File: src/hdl/cpc_loader_pkg.sv
/*
 * CPC loader package
 * Widths, boot and expansion page numbers, download indices,
 * and the memory request and download beat structs
 */
package cpc_loader_pkg;

	//////////////////////////////
	// Widths
	//////////////////////////////

	localparam int MEM_AW   = 23;
	localparam int DATA_W   = 8;
	localparam int PAGE_W   = 9;
	localparam int BLOCK_AW = 14;
	localparam int DL_AW    = 25;
	localparam int BANK_W   = 2;
	localparam int INDEX_W  = 8;
	localparam int EXT_W    = 16;

	//////////////////////////////
	// Page numbers
	//////////////////////////////

	// Boot image pages, top bit selects the high ROM half
	localparam logic [PAGE_W-1:0] PAGE_OS     = 9'h000;
	localparam logic [PAGE_W-1:0] PAGE_BASIC  = 9'h100;
	localparam logic [PAGE_W-1:0] PAGE_AMSDOS = 9'h107;
	localparam logic [PAGE_W-1:0] PAGE_MF2    = 9'h0FF;

	// Spare page for an extension that is not hex
	localparam logic [PAGE_W-1:0] PAGE_BAD_EXT = 9'h1EE;

	// Second page of a combined "Z0" image
	localparam logic [PAGE_W-1:0] PAGE_COMBO_NEXT = 9'h1FF;

	// Download indices
	localparam logic [INDEX_W-1:0] TAPE_INDEX = 8'd4;
	// Compared against the low five index bits
	localparam logic [4:0] ROM_INDEX_LIMIT = 5'd4;

	//////////////////////////////
	// Structs
	//////////////////////////////

	// One request on the shared memory port
	typedef struct packed {
		logic [MEM_AW-1:0] addr;
		logic [BANK_W-1:0] bank;
		logic              we;
		logic [DATA_W-1:0] wdata;
	} mem_cmd_t;

	// One beat from the host download
	typedef struct packed {
		logic [INDEX_W-1:0] index;
		logic [DL_AW-1:0]   addr;
		logic [DATA_W-1:0]  data;
		logic [EXT_W-1:0]   ext;
	} dl_beat_t;

endpackage

File: src/hdl/rom_loader.sv
/*
 * ROM loader
 * Places 16 KB blocks of boot and expansion ROM images at their memory
 * pages and banks, and keeps the map of loaded high ROM pages
 */
`timescale 1ns/1ps

module rom_loader (
	input  logic                     clk_sys,
	input  logic                     reset,
	input  cpc_loader_pkg::dl_beat_t dl,
	input  logic                     dl_active,
	input  logic                     dl_wr,
	output logic                     busy,
	output logic                     req,
	output cpc_loader_pkg::mem_cmd_t cmd,
	input  logic                     ack,
	output logic [255:0]             rom_map,
	output logic                     cpu_reset
);

	logic                              rom_download;
	logic                              dl_active_q;
	logic [cpc_loader_pkg::PAGE_W-1:0] page;
	logic                              combo;
	logic                              dual;

	// Beat decode
	logic                              beat_ok;
	logic                              beat_bank;
	logic                              beat_dual;
	logic [cpc_loader_pkg::PAGE_W-1:0] beat_page;
	logic [7:0]                        page_sum;

	// Extension decode
	logic [4:0]                        ext_hi;
	logic [4:0]                        ext_lo;
	logic [cpc_loader_pkg::PAGE_W-1:0] ext_page;
	logic                              ext_combo;

	// Valid flag and nibble of one ASCII hex digit
	function automatic logic [4:0] hex_digit(input logic [7:0] c);
		logic [4:0] r;
		r = 5'd0;
		if (c >= "0" && c <= "9") r = {1'b1, c[3:0]};
		else if (c >= "A" && c <= "F") r = {1'b1, c[3:0] + 4'd9};
		return r;
	endfunction

	assign rom_download = dl_active && (dl.index[4:0] < cpc_loader_pkg::ROM_INDEX_LIMIT);
	assign cpu_reset    = rom_download;

	always_comb begin
		page_sum  = page[7:0] + dl.addr[21:14];
		beat_ok   = 1'b1;
		beat_bank = &dl.index[7:6];
		beat_page = {page[8], page_sum};
		if (dl.index == 8'd0) begin
			// Blocks 4-7 are the 664 image in bank 1
			beat_bank = dl.addr[16];
			case (dl.addr[24:14])
				11'd0, 11'd4: beat_page = cpc_loader_pkg::PAGE_OS;
				11'd1, 11'd5: beat_page = cpc_loader_pkg::PAGE_BASIC;
				11'd2, 11'd6: beat_page = cpc_loader_pkg::PAGE_AMSDOS;
				11'd3, 11'd7: beat_page = cpc_loader_pkg::PAGE_MF2;
				default:      beat_ok = 1'b0;
			endcase
		end
		// Expansion ROMs go to both banks
		beat_dual = (dl.index[7:6] == 2'b01 || |dl.index[5:0]) && !beat_bank;
	end

	always_comb begin
		ext_hi    = hex_digit(dl.ext[15:8]);
		ext_lo    = hex_digit(dl.ext[7:0]);
		ext_combo = 1'b0;
		ext_page  = cpc_loader_pkg::PAGE_BAD_EXT;
		if (ext_hi[4]) ext_page[7:4] = ext_hi[3:0];
		if (ext_lo[4]) ext_page[3:0] = ext_lo[3:0];
		if (dl.ext == "ZZ") ext_page = '0;
		if (dl.ext == "Z0") begin
			ext_page  = '0;
			ext_combo = 1'b1;
		end
	end

	//////////////////////////////
	// Control
	//////////////////////////////

	always_ff @(posedge clk_sys) begin
		if (reset) begin
			busy        <= 1'b0;
			req         <= 1'b0;
			dual        <= 1'b0;
			rom_map     <= '0;
			page        <= cpc_loader_pkg::PAGE_BAD_EXT;
			combo       <= 1'b0;
			dl_active_q <= 1'b0;
		end else begin
			dl_active_q <= dl_active;
			if (rom_download && dl_wr && beat_ok) begin
				busy <= 1'b1;
				req  <= 1'b1;
				dual <= beat_dual;
			end
			if (req && ack) begin
				if (dual) begin
					dual <= 1'b0;
				end else begin
					req  <= 1'b0;
					busy <= 1'b0;
					if (cmd.addr[cpc_loader_pkg::MEM_AW-1])
						rom_map[cmd.addr[cpc_loader_pkg::BLOCK_AW +: 8]] <= 1'b1;
					// Last byte of the first "Z0" page
					if (combo && &cmd.addr[cpc_loader_pkg::BLOCK_AW-1:0]) begin
						combo <= 1'b0;
						page  <= cpc_loader_pkg::PAGE_COMBO_NEXT;
					end
				end
			end
			// New expansion download starts
			if (rom_download && !dl_active_q && dl.index != 8'd0) begin
				page  <= ext_page;
				combo <= ext_combo;
			end
		end
	end

	// Write command
	always_ff @(posedge clk_sys) begin
		if (rom_download && dl_wr && beat_ok) begin
			cmd.addr  <= {beat_page, dl.addr[cpc_loader_pkg::BLOCK_AW-1:0]};
			cmd.bank  <= {1'b0, beat_bank};
			cmd.we    <= 1'b1;
			cmd.wdata <= dl.data;
		end else if (req && ack && dual) begin
			cmd.bank <= 2'b01;
		end
	end

endmodule

File: src/hdl/tape_buffer.sv
/*
 * Tape buffer
 * Writes a downloaded tape image to memory and plays it back
 * one byte per request toggle
 */
`timescale 1ns/1ps

module tape_buffer (
	input  logic                                clk_sys,
	input  logic                                reset,
	input  cpc_loader_pkg::dl_beat_t            dl,
	input  logic                                dl_active,
	input  logic                                dl_wr,
	output logic                                busy,
	output logic                                req,
	output cpc_loader_pkg::mem_cmd_t            cmd,
	input  logic                                ack,
	input  logic [cpc_loader_pkg::DATA_W-1:0]   rdata,
	input  logic                                tape_restart,
	input  logic                                tape_req,
	output logic                                tape_ack,
	output logic                                tape_ready,
	output logic [cpc_loader_pkg::DATA_W-1:0]   tape_dout
);

	logic                              tape_download;
	logic                              wr_pend;
	logic                              rd_pend;
	logic [cpc_loader_pkg::DATA_W-1:0] wr_data;
	logic [cpc_loader_pkg::MEM_AW-1:0] last_addr;
	logic [cpc_loader_pkg::MEM_AW-1:0] play_addr;

	assign tape_download = dl_active && (dl.index == cpc_loader_pkg::TAPE_INDEX);
	// Player flipped its request and no answer yet
	assign rd_pend       = tape_req ^ tape_ack;
	assign tape_ready    = (last_addr != '0) && (play_addr <= last_addr);

	always_ff @(posedge clk_sys) begin
		if (reset) begin
			busy      <= 1'b0;
			wr_pend   <= 1'b0;
			req       <= 1'b0;
			tape_ack  <= 1'b0;
			last_addr <= '0;
			play_addr <= '0;
		end else begin
			if (tape_download && dl_wr) begin
				wr_pend   <= 1'b1;
				busy      <= 1'b1;
				last_addr <= dl.addr[cpc_loader_pkg::MEM_AW-1:0];
			end
			if (!req) begin
				if (wr_pend) begin
					req     <= 1'b1;
					wr_pend <= 1'b0;
				end else if (rd_pend && !tape_download) begin
					req <= 1'b1;
				end
			end else if (ack) begin
				req <= 1'b0;
				if (cmd.we) begin
					busy <= 1'b0;
				end else begin
					tape_ack <= ~tape_ack;
					// Hold on the last byte at the end of the image
					if (play_addr < last_addr) play_addr <= play_addr + 1'b1;
				end
			end
			if (tape_download) play_addr <= '0;
			if (tape_restart) begin
				play_addr <= '0;
				last_addr <= '0;
			end
		end
	end

	// Command and read data
	always_ff @(posedge clk_sys) begin
		if (tape_download && dl_wr) wr_data <= dl.data;
		if (!req) begin
			cmd.addr  <= wr_pend ? last_addr : play_addr;
			cmd.bank  <= 2'b00;
			cmd.we    <= wr_pend;
			cmd.wdata <= wr_data;
		end
		if (req && ack && !cmd.we) tape_dout <= rdata;
	end

endmodule

File: src/hdl/mem_arbiter.sv
/*
 * Memory arbiter
 * Fixed priority access to the shared memory port for the ROM loader,
 * the tape buffer and the CPU
 */
`timescale 1ns/1ps

module mem_arbiter (
	input  logic                     clk_sys,
	input  logic                     reset,
	input  logic                     cpu_block,
	input  logic                     loader_req,
	input  cpc_loader_pkg::mem_cmd_t loader_cmd,
	output logic                     loader_ack,
	input  logic                     tape_req,
	input  cpc_loader_pkg::mem_cmd_t tape_cmd,
	output logic                     tape_ack,
	input  logic                     cpu_req,
	input  cpc_loader_pkg::mem_cmd_t cpu_cmd,
	output logic                     cpu_ack,
	output logic                     mem_valid,
	output cpc_loader_pkg::mem_cmd_t mem_cmd,
	input  logic                     mem_ack
);

	// One-hot owner, bit 0 loader, bit 1 tape, bit 2 CPU
	logic [2:0] grant;
	logic [2:0] pick;
	logic       done;

	assign done = mem_valid && mem_ack;

	// Priority pick
	always_comb begin
		pick = 3'b000;
		if (loader_req) pick = 3'b001;
		else if (tape_req) pick = 3'b010;
		else if (cpu_req && !cpu_block) pick = 3'b100;
	end

	//////////////////////////////
	// Ownership
	//////////////////////////////

	// Owner and command hold until the memory acknowledges
	always_ff @(posedge clk_sys) begin
		if (reset) begin
			mem_valid <= 1'b0;
			grant     <= 3'b000;
		end else if (mem_valid) begin
			if (mem_ack) begin
				mem_valid <= 1'b0;
				grant     <= 3'b000;
			end
		end else if (|pick) begin
			mem_valid <= 1'b1;
			grant     <= pick;
		end
	end

	always_ff @(posedge clk_sys) begin
		if (!mem_valid) begin
			case (pick)
				3'b001:  mem_cmd <= loader_cmd;
				3'b010:  mem_cmd <= tape_cmd;
				3'b100:  mem_cmd <= cpu_cmd;
				default: mem_cmd <= mem_cmd;
			endcase
		end
	end

	// Acknowledge goes back to the owner only
	assign loader_ack = done && grant[0];
	assign tape_ack   = done && grant[1];
	assign cpu_ack    = done && grant[2];

endmodule

File: src/hdl/cpc_loader_top.sv
/*
 * CPC loader top level
 * ROM loader, tape buffer and CPU port sharing one memory port
 */
`timescale 1ns/1ps

module cpc_loader_top (
	input  logic                              clk_sys,
	input  logic                              reset,
	input  cpc_loader_pkg::dl_beat_t          dl,
	input  logic                              dl_active,
	input  logic                              dl_wr,
	output logic                              dl_wait,
	input  logic                              cpu_valid,
	input  cpc_loader_pkg::mem_cmd_t          cpu_cmd,
	output logic                              cpu_ack,
	output logic [cpc_loader_pkg::DATA_W-1:0] cpu_rdata,
	output logic                              cpu_reset,
	input  logic                              model,
	input  logic                              tape_restart,
	input  logic                              tape_req,
	output logic                              tape_ack,
	output logic                              tape_ready,
	output logic [cpc_loader_pkg::DATA_W-1:0] tape_dout,
	output logic [255:0]                      rom_map,
	output logic                              mem_valid,
	output cpc_loader_pkg::mem_cmd_t          mem_cmd,
	input  logic                              mem_ack,
	input  logic [cpc_loader_pkg::DATA_W-1:0] mem_rdata
);

	logic                     loader_busy;
	logic                     loader_req;
	logic                     loader_ack;
	cpc_loader_pkg::mem_cmd_t loader_cmd;
	logic                     tbuf_busy;
	logic                     tbuf_req;
	logic                     tbuf_ack;
	cpc_loader_pkg::mem_cmd_t tbuf_cmd;
	cpc_loader_pkg::mem_cmd_t cpu_cmd_bank;

	assign dl_wait   = loader_busy | tbuf_busy;
	assign cpu_rdata = mem_rdata;

	// CPU bank follows the selected model
	always_comb begin
		cpu_cmd_bank      = cpu_cmd;
		cpu_cmd_bank.bank = {1'b0, model};
	end

	rom_loader i_rom_loader (
		.clk_sys(clk_sys), .reset(reset), .dl(dl), .dl_active(dl_active),
		.dl_wr(dl_wr), .busy(loader_busy), .req(loader_req), .cmd(loader_cmd),
		.ack(loader_ack), .rom_map(rom_map), .cpu_reset(cpu_reset)
	);

	tape_buffer i_tape_buffer (
		.clk_sys(clk_sys), .reset(reset), .dl(dl), .dl_active(dl_active),
		.dl_wr(dl_wr), .busy(tbuf_busy), .req(tbuf_req), .cmd(tbuf_cmd),
		.ack(tbuf_ack), .rdata(mem_rdata), .tape_restart(tape_restart),
		.tape_req(tape_req), .tape_ack(tape_ack), .tape_ready(tape_ready),
		.tape_dout(tape_dout)
	);

	mem_arbiter i_mem_arbiter (
		.clk_sys(clk_sys), .reset(reset), .cpu_block(cpu_reset),
		.loader_req(loader_req), .loader_cmd(loader_cmd), .loader_ack(loader_ack),
		.tape_req(tbuf_req), .tape_cmd(tbuf_cmd), .tape_ack(tbuf_ack),
		.cpu_req(cpu_valid), .cpu_cmd(cpu_cmd_bank), .cpu_ack(cpu_ack),
		.mem_valid(mem_valid), .mem_cmd(mem_cmd), .mem_ack(mem_ack)
	);

endmodule

File: config.mk
export PLATFORM = sky130hd
export DESIGN_NAME = cpc_loader_top
export DESIGN_NICKNAME = d
export VERILOG_FILES = /design/src/hdl/cpc_loader_pkg.sv /design/src/hdl/rom_loader.sv /design/src/hdl/tape_buffer.sv /design/src/hdl/mem_arbiter.sv /design/src/hdl/cpc_loader_top.sv
export SDC_FILE = /design/constraint.sdc
export NUM_CORES = 1
export LEC_CHECK = 0
export BUFFER_PORTS_ARGS = -buffer_cell sky130_fd_sc_hd__buf_2
export CAP_MARGIN = 10
export CORE_UTILIZATION = 57
export CTS_CLUSTER_SIZE = 20
export DETAILED_ROUTE_END_ITERATION = 7
export GPL_ROUTABILITY_DRIVEN = 0
export PLACE_DENSITY = 0.85
export SYNTH_ARGS = -nofsm -noshare
export SYNTH_HDL_FRONTEND = slang
export SYNTH_SLANG_ARGS = --single-unit
File: constraint.sdc
create_clock -name clk_sys -period 7.5 [get_ports clk_sys]
set_input_delay 0.375 -clock clk_sys [delete_from_list [all_inputs] [get_ports clk_sys]]
set_output_delay 0.375 -clock clk_sys [all_outputs]
set_load 0.01 [all_outputs]
Word-level counts from Yosys, hierarchy flattened
Index checks and enable logic that the tools add are counted.
Storage, ports and cells
  bits of input ports: 108
  bits in registers: 438
  word-level logic and storage cells: 181
  output and inout port bits: 312
Operators by class
  equality and inequality tests: 16
  order comparisons: 13
  reduce and logical (&&, ||, !) cells: 57
  bitwise logic cells: 7
  mux-type cells: 57
  $add $sub $neg: 4
Operators by type and width (number)
  bitwise OR 256 bit: 1
  one-hot mux 34 bit (3 select lines): 1
  2-to-1 mux 9 bit: 7
  == test 11 x 3 -> 1 bit, second input constant: 4
  one-hot mux 9 bit (4 select lines): 1
  2-to-1 mux 1 bit: 34
  == test 16 x 15 -> 1 bit, second input constant: 2
  logical AND 1 bit: 25
  adder 23 x 1 -> 23 bit, second input constant: 1
  less-or-equal comparator 23 bit: 1
  less-than comparator 23 bit: 1
  2-to-1 mux 23 bit: 1
  nonzero test 23 bit: 1
  == test 11 x 2 -> 1 bit, second input constant: 2
  2-to-1 mux 5 bit: 4
  2-to-1 mux 3 bit: 6
  >= comparator 8 x 6 -> 1 bit, second input constant: 2
  >= comparator 8 x 7 -> 1 bit, second input constant: 2
  less-or-equal comparator 8 x 6 -> 1 bit, second input constant: 2
  less-or-equal comparator 8 x 7 -> 1 bit, second input constant: 2
  AND reduction 14 bit: 1
  == test 11 x 1 -> 1 bit, second input constant: 1
  logical NOT 11 bit: 1
  OR reduction 2 bit: 5
  other kinds (28): 46

Depth between registers and ports, before layout
  depth after elaboration: 10
  mapped depth: 8

Cells and area by module
From an unflattened synthesis, not the netlist that was laid out.
Unflattened totals
  cell total of the unflattened synthesis: 1689
  area total of the unflattened synthesis: 17087.6 µm²
By module, submodules not included
  rom_loader: cells each 1115, times used 1, area each 10568.9 µm²
  tape_buffer: cells each 424, times used 1, area each 4474.3 µm²
  mem_arbiter: cells each 140, times used 1, area each 1974.4 µm²
  cpc_loader_top: cells each 10, times used 1, area each 70.1 µm²

Least setup slack after synthesis
OpenSTA, ideal clock, no wires.
  kind: input port to flip-flop
  start: input port dl_active
  end: register i_mem_arbiter.mem_cmd[0] (netlist name)
  buffers on the path: 0
  setup time: 427 ps
  path slack: 4657 ps
  stages: 4
  arrival: 2416 ps
  required time: 7073 ps
  cell sequence: or4b_4 -> inv_2 -> o21ai_0 -> nor2b_1
Between the ends
  cells in the longest elaborated chain, start to end: 9
Ends and longest elaborated chain
  start: declaration: line cpc_loader_top.sv:11  | input logic dl_active,
  logical AND 1 bit (*): line rom_loader.sv:50  | assign rom_download = dl_active && (dl.index[4:0] < cpc_loader_pkg::ROM_INDEX_LIMIT);
  via cpu_reset: line cpc_loader_top.sv:18  | output logic cpu_reset,
  logical NOT 1 bit (*): line mem_arbiter.sv:38  | else if (cpu_req && !cpu_block) pick = 3'b100;
  logical AND 1 bit (*): line mem_arbiter.sv:38
  2-to-1 mux 3 bit (*): line mem_arbiter.sv:38
  2-to-1 mux 3 bit (*): line mem_arbiter.sv:37  | else if (tape_req) pick = 3'b010;
  2-to-1 mux 3 bit (*): line mem_arbiter.sv:36  | if (loader_req) pick = 3'b001;
  == test 3 x 1 -> 1 bit, or another cell as far along: line mem_arbiter.sv:63  | case (pick)
  nonzero test 3 bit (no line) (*)
  AND reduction 2 bit (no line) (*)
The timed path passes the listed nets; every way through them passes the cells marked *.
A chain may end at the register's enable or synchronous reset.

Final worst setup path
  start: register i_tape_buffer.last_addr[21] (netlist bit)
  end: output port tape_ready
Between the ends
  cells in the longest elaborated chain, start to end: 2
Ends and longest elaborated chain
  start: declaration: line tape_buffer.sv:30  | logic [cpc_loader_pkg::MEM_AW-1:0] last_addr;
  start signal: assignment: line tape_buffer.sv:50  | last_addr <= dl.addr[cpc_loader_pkg::MEM_AW-1:0];
  less-or-equal comparator 23 bit / nonzero test 23 bit (equally long branches): line tape_buffer.sv:36  | assign tape_ready = (last_addr != '0) && (play_addr <= last_addr);
  logical AND 1 bit (*): line tape_buffer.sv:36
  end: declaration: line cpc_loader_top.sv:23  | output logic tape_ready,
Every way passes the cells marked *; elsewhere a longest branch is shown, timed or not.

==> qor.csv <==
stage;metric;value;unit
cells_and_area;number of fillers in the final layout;2117;
cts;number of hold buffers added after cts;0;
critical_path;maximum fanout along the worst path;23;
yosys;synthesized area per cell;9.70;um^2
critical_path;arrival time reported for the critical path endpoint;3.30;ns
cells_and_area;final cell utilization of the core;71.7;%
global_routing;wire length of the first global-routing pass;78700;um
power;fraction of power spent switching nets;22.5;%
yosys;post-synthesis sequential area ratio;58.0;%
yosys;Seq cells post-synth;437;
die;x dimension of the die;175;um
timing;Period Utilization, post-route;49.0;%
die;I/O Pins;420;
die;starting utilization of the core area;58.7;%
cells_and_area;nets;2277;
critical_path;buffering stage count on the worst path with inverters included;2;
yosys;proportion of register bits with asynchronous set or reset after synthesis;0;%
detailed_routing;total wirelength of the detailed-routed design;51900;um
global_routing;aggregate global routing overflow;0;
timing;setup repair after global routing missed its margin;false;
detailed_routing;post-route DRC violation count;0;
critical_path;type of destination of the critical path;output pin;
global_routing;largest net degree at the start of global routing;108;
detailed_routing;DRC marker count from the first detailed-route iteration;1707;
die;vertical extent of the die;175;um
power;Internal;3750;uW
yosys;Post-Synthesis Cells;1756;
power;peak supply drop;0.149;mV
power;switching power;1090;uW
yosys;number of nets produced by synthesis;1905;
power;Leakage Power;0.00890;uW
timing;total count of hold-check failures in the final report;0;
timing;setup_tns;0;ns
timing;slew at the pin closest to its max-slew limit;1.26;ns
placement;number of port buffers;416;
detailed_routing;vias per cell;5.93;
detailed_routing;Post-DRT Antenna Nets;0;
power;combinational share of power;4.9;%
global_routing;Total Routing Usage GR;33.0;%
critical_path;worst-path cell chain;inv_1, ha_1, nand4_1, nor4_1, o31a_1, or3_1, a32oi_1, buf_2;
timing;total count of max-transition violations in the final report;0;
cts;H-tree lvl count;2;
cts;clock slew at the register clock pins of the worst setup and hold paths;0.06;ns
yosys;count of yosys warnings during synthesis;0;
outcome;outcome;completed;
critical_path;highest cell delay on the worst timing path;0.83;ns
critical_path;type of the worst setup path;flip-flop to output pin;
power;power density over the cells;233;nW/um^2
global_routing;initial antenna violation count;7;
timing;final clock skew;0.0246;ns
timing;max_slew headroom;15.7;%
die;area of the core;29000;um^2
die;row count;62;
cts;clock tree from TritonCTS;built;
placement;HPWL after DPL;35400;um
job;number of max-capacitance violations reported;0;
cts;clock tree sinks;437;
critical_path;family with the most delay on the worst path;simple AND/OR/NAND/NOR gates;
critical_path;CP max-delay cell;o31a_1;
power;fraction of power consumed by the clock network;43.9;%
timing;final setup fails;0;
critical_path;startpoint kind of the worst setup timing path;flip-flop;
timing;clock period minus worst slack;3.67;ns
worst_hold_path;worst min-delay path class;input port to flip-flop;
cts;number of buffers created by CTS;44;
cts;insertion delay to the later sink of the worst-skew pair;0.54;ns
detailed_routing;number of vias in the routed layout;15141;
die;overall die area;30600;um^2
yosys;number of synthesized flops with an enable pin;113;
cts;Post-CTS Resized;0;
timing;achievable clock frequency;272;MHz
yosys;summed instance area of the synthesized netlist;17000;um^2
power;fraction of power consumed by sequential logic;51.2;%
cells_and_area;proportion of layout cells with a drive suffix above 1;27.0;%
detailed_routing;post-DR wirelength/cell;20.3;um
yosys;Post-synth top flop;dfxtp_1;
yosys;number of library cell types mapped by synthesis;80;
power;post-layout total power;4840;uW
cts;buffer levels on the longest clock path;3;
placement;Area after DPL;19300;um^2
cts;CTS Root Cell;clkbuf_16;
cells_and_area;area added between synthesis and finish;22.1;%
cts;number of buffers added for setup after CTS;0;
detailed_routing;DRT Pass-1 Iters;8;
cells_and_area;final non-filler cell area;20800;um^2
global_routing;number of global-route vias before repair;14071;
critical_path;data required time of the worst path;7.12;ns
per-layer routing:
layer | up-vias | routed length [um] | GRT usage, % | part of all wire (%)
met4 | 2 | 2940 | 15.9 | 5.7
met2 | 955 | 24300 | 54.3 | 47
met5 | - | 13 | 0 | 0.025
li1 | 6885 | - | - | -
met1 | 7090 | 19900 | 42.5 | 38
met3 | 209 | 4730 | 5.16 | 9.1
synth_stat cells, types with 6 or more instances:
| library cell | instances | share of area (%) |
|---|---|---|
| ha_1 | 40 | 2.9 |
| nand2_1 | 161 | 3.5 |
| nor2_1 | 311 | 6.9 |
| buf_2 | 10 | 0.29 |
| nand4_1 | 23 | 0.85 |
| nand3_1 | 20 | 0.59 |
| a22oi_1 | 32 | 1.4 |
| nor2b_1 | 11 | 0.40 |
| a21oi_1 | 299 | 8.8 |
| mux2_2 | 21 | 1.4 |
| o21ai_0 | 18 | 0.53 |
| dfxtp_1 | 324 | 38 |
| nor3_1 | 18 | 0.53 |
| buf_4 | 15 | 0.66 |
| nand2b_1 | 9 | 0.33 |
| or3_1 | 21 | 0.77 |
| mux2i_1 | 25 | 1.5 |
| clkbuf_1 | 89 | 2.0 |
| and3_1 | 6 | 0.22 |
| inv_1 | 48 | 1.1 |
| edfxtp_1 | 113 | 20 |
| o21a_1 | 6 | 0.26 |
| nor4_1 | 29 | 1.1 |
cell usage in the layout, fill, tap and decap left out, drive strengths merged, types with 9 or more instances in the layout:
cell,count
nor3,19
mux2,21
nand3,20
clkbuf,59
nor4,32
nand4,24
inv,52
nor2b,11
a22oi,32
o21ai,18
or3,21
clkinv,14
edfxtp,113
nand2b,9
nor2,315
a21oi,299
buf,443
mux2i,25
dfxtp,324
nand2,161
ha,40
per-stage QoR:
stage | std cells | setup WS, ns | hold slack (ns)
after floorplan | 1756 | 4.66 | 0.400
after global placement | 2464 | 4.51 | 0.402
after detailed placement | 2464 | 4.44 | 0.405
after CTS | 2544 | 3.87 | 0.00801
after global routing | 2551 | 3.71 | 0.0122
final | 2552 | 3.83 | 0.0153
area by class of cell:
cell class	count	area (um^2)	area share [%]
sequential	437	9880	47.5
multi-input combinational	1152	6510	31.3
timing repair buffer	444	2310	11.1
clock buffer	58	1240	5.99
tap	384	480	2.31
inverter	49	184	0.885
clock inverter	22	165	0.794
antenna	6	15.0	0.0722
power groups by stage:
| stage | Sequential (uW) | Combinational, uW | Clock (uW) |
|---|---|---|---|
| 3_5_place_dp | 2530 | 229 | 0 |
| 3_3_place_gp | 2530 | 221 | 0 |
| 6_report | 2480 | 235 | 2130 |
| 5_1_grt | 2480 | 253 | 2240 |
| 2_1_floorplan | 2540 | 124 | 0 |
| 4_1_cts | 2480 | 231 | 2140 |
state kept, by name, summed over array words and instances, names as in the netlist, 3 cells and up:
name                     cells
i_mem_arbiter.grant          3
i_tape_buffer.play_addr     23
i_rom_loader.rom_map       256
i_tape_buffer.wr_data        8
i_mem_arbiter.mem_cmd       33
i_tape_buffer.last_addr     23
i_tape_buffer.tape_dout      8
i_rom_loader.page            9
i_tape_buffer.cmd           32
i_rom_loader.cmd            32
worst paths after layout:
kind                               startpoint                    endpoint  slack [ns]  depth (start not counted)
setup / recovery  i_tape_buffer.last_addr[21]                  tape_ready        3.83                          8
hold / removal                   mem_rdata[0]  i_tape_buffer.tape_dout[0]        0.02                          1
setup reg to reg  i_tape_buffer.last_addr[21]  i_tape_buffer.play_addr[1]        4.67                          7
hold reg to reg      i_tape_buffer.wr_data[0]        i_tape_buffer.cmd[0]        0.42                          0
worst register-to-register path, delay by kind of cell (launching register included):
kind / cells / cell delay, ns
AOI/OAI and AO/OA: 1 / 0.83
muxes: 1 / 0.17
adders and majority gates: 1 / 0.30
DFF: 1 / 0.39
and+or+nand+nor: 3 / 0.95
buffers and inverters: 1 / 0.06
logic make-up after synthesis:
kind of cell             after synthesis  share of synthesized area (%)
other                                  1                         0.0220
buffers and inverters                167                           4.17
flip-flops                           437                           58.0
AO/OA/AOI/OAI                        399                           13.5
adder cells (fa/ha/maj)               41                           3.06
AND/OR/NAND/NOR                      657                           17.9
XOR/XNOR                               8                          0.412
multiplexers                          46                           2.86
(Power assumes the default switching activity.)
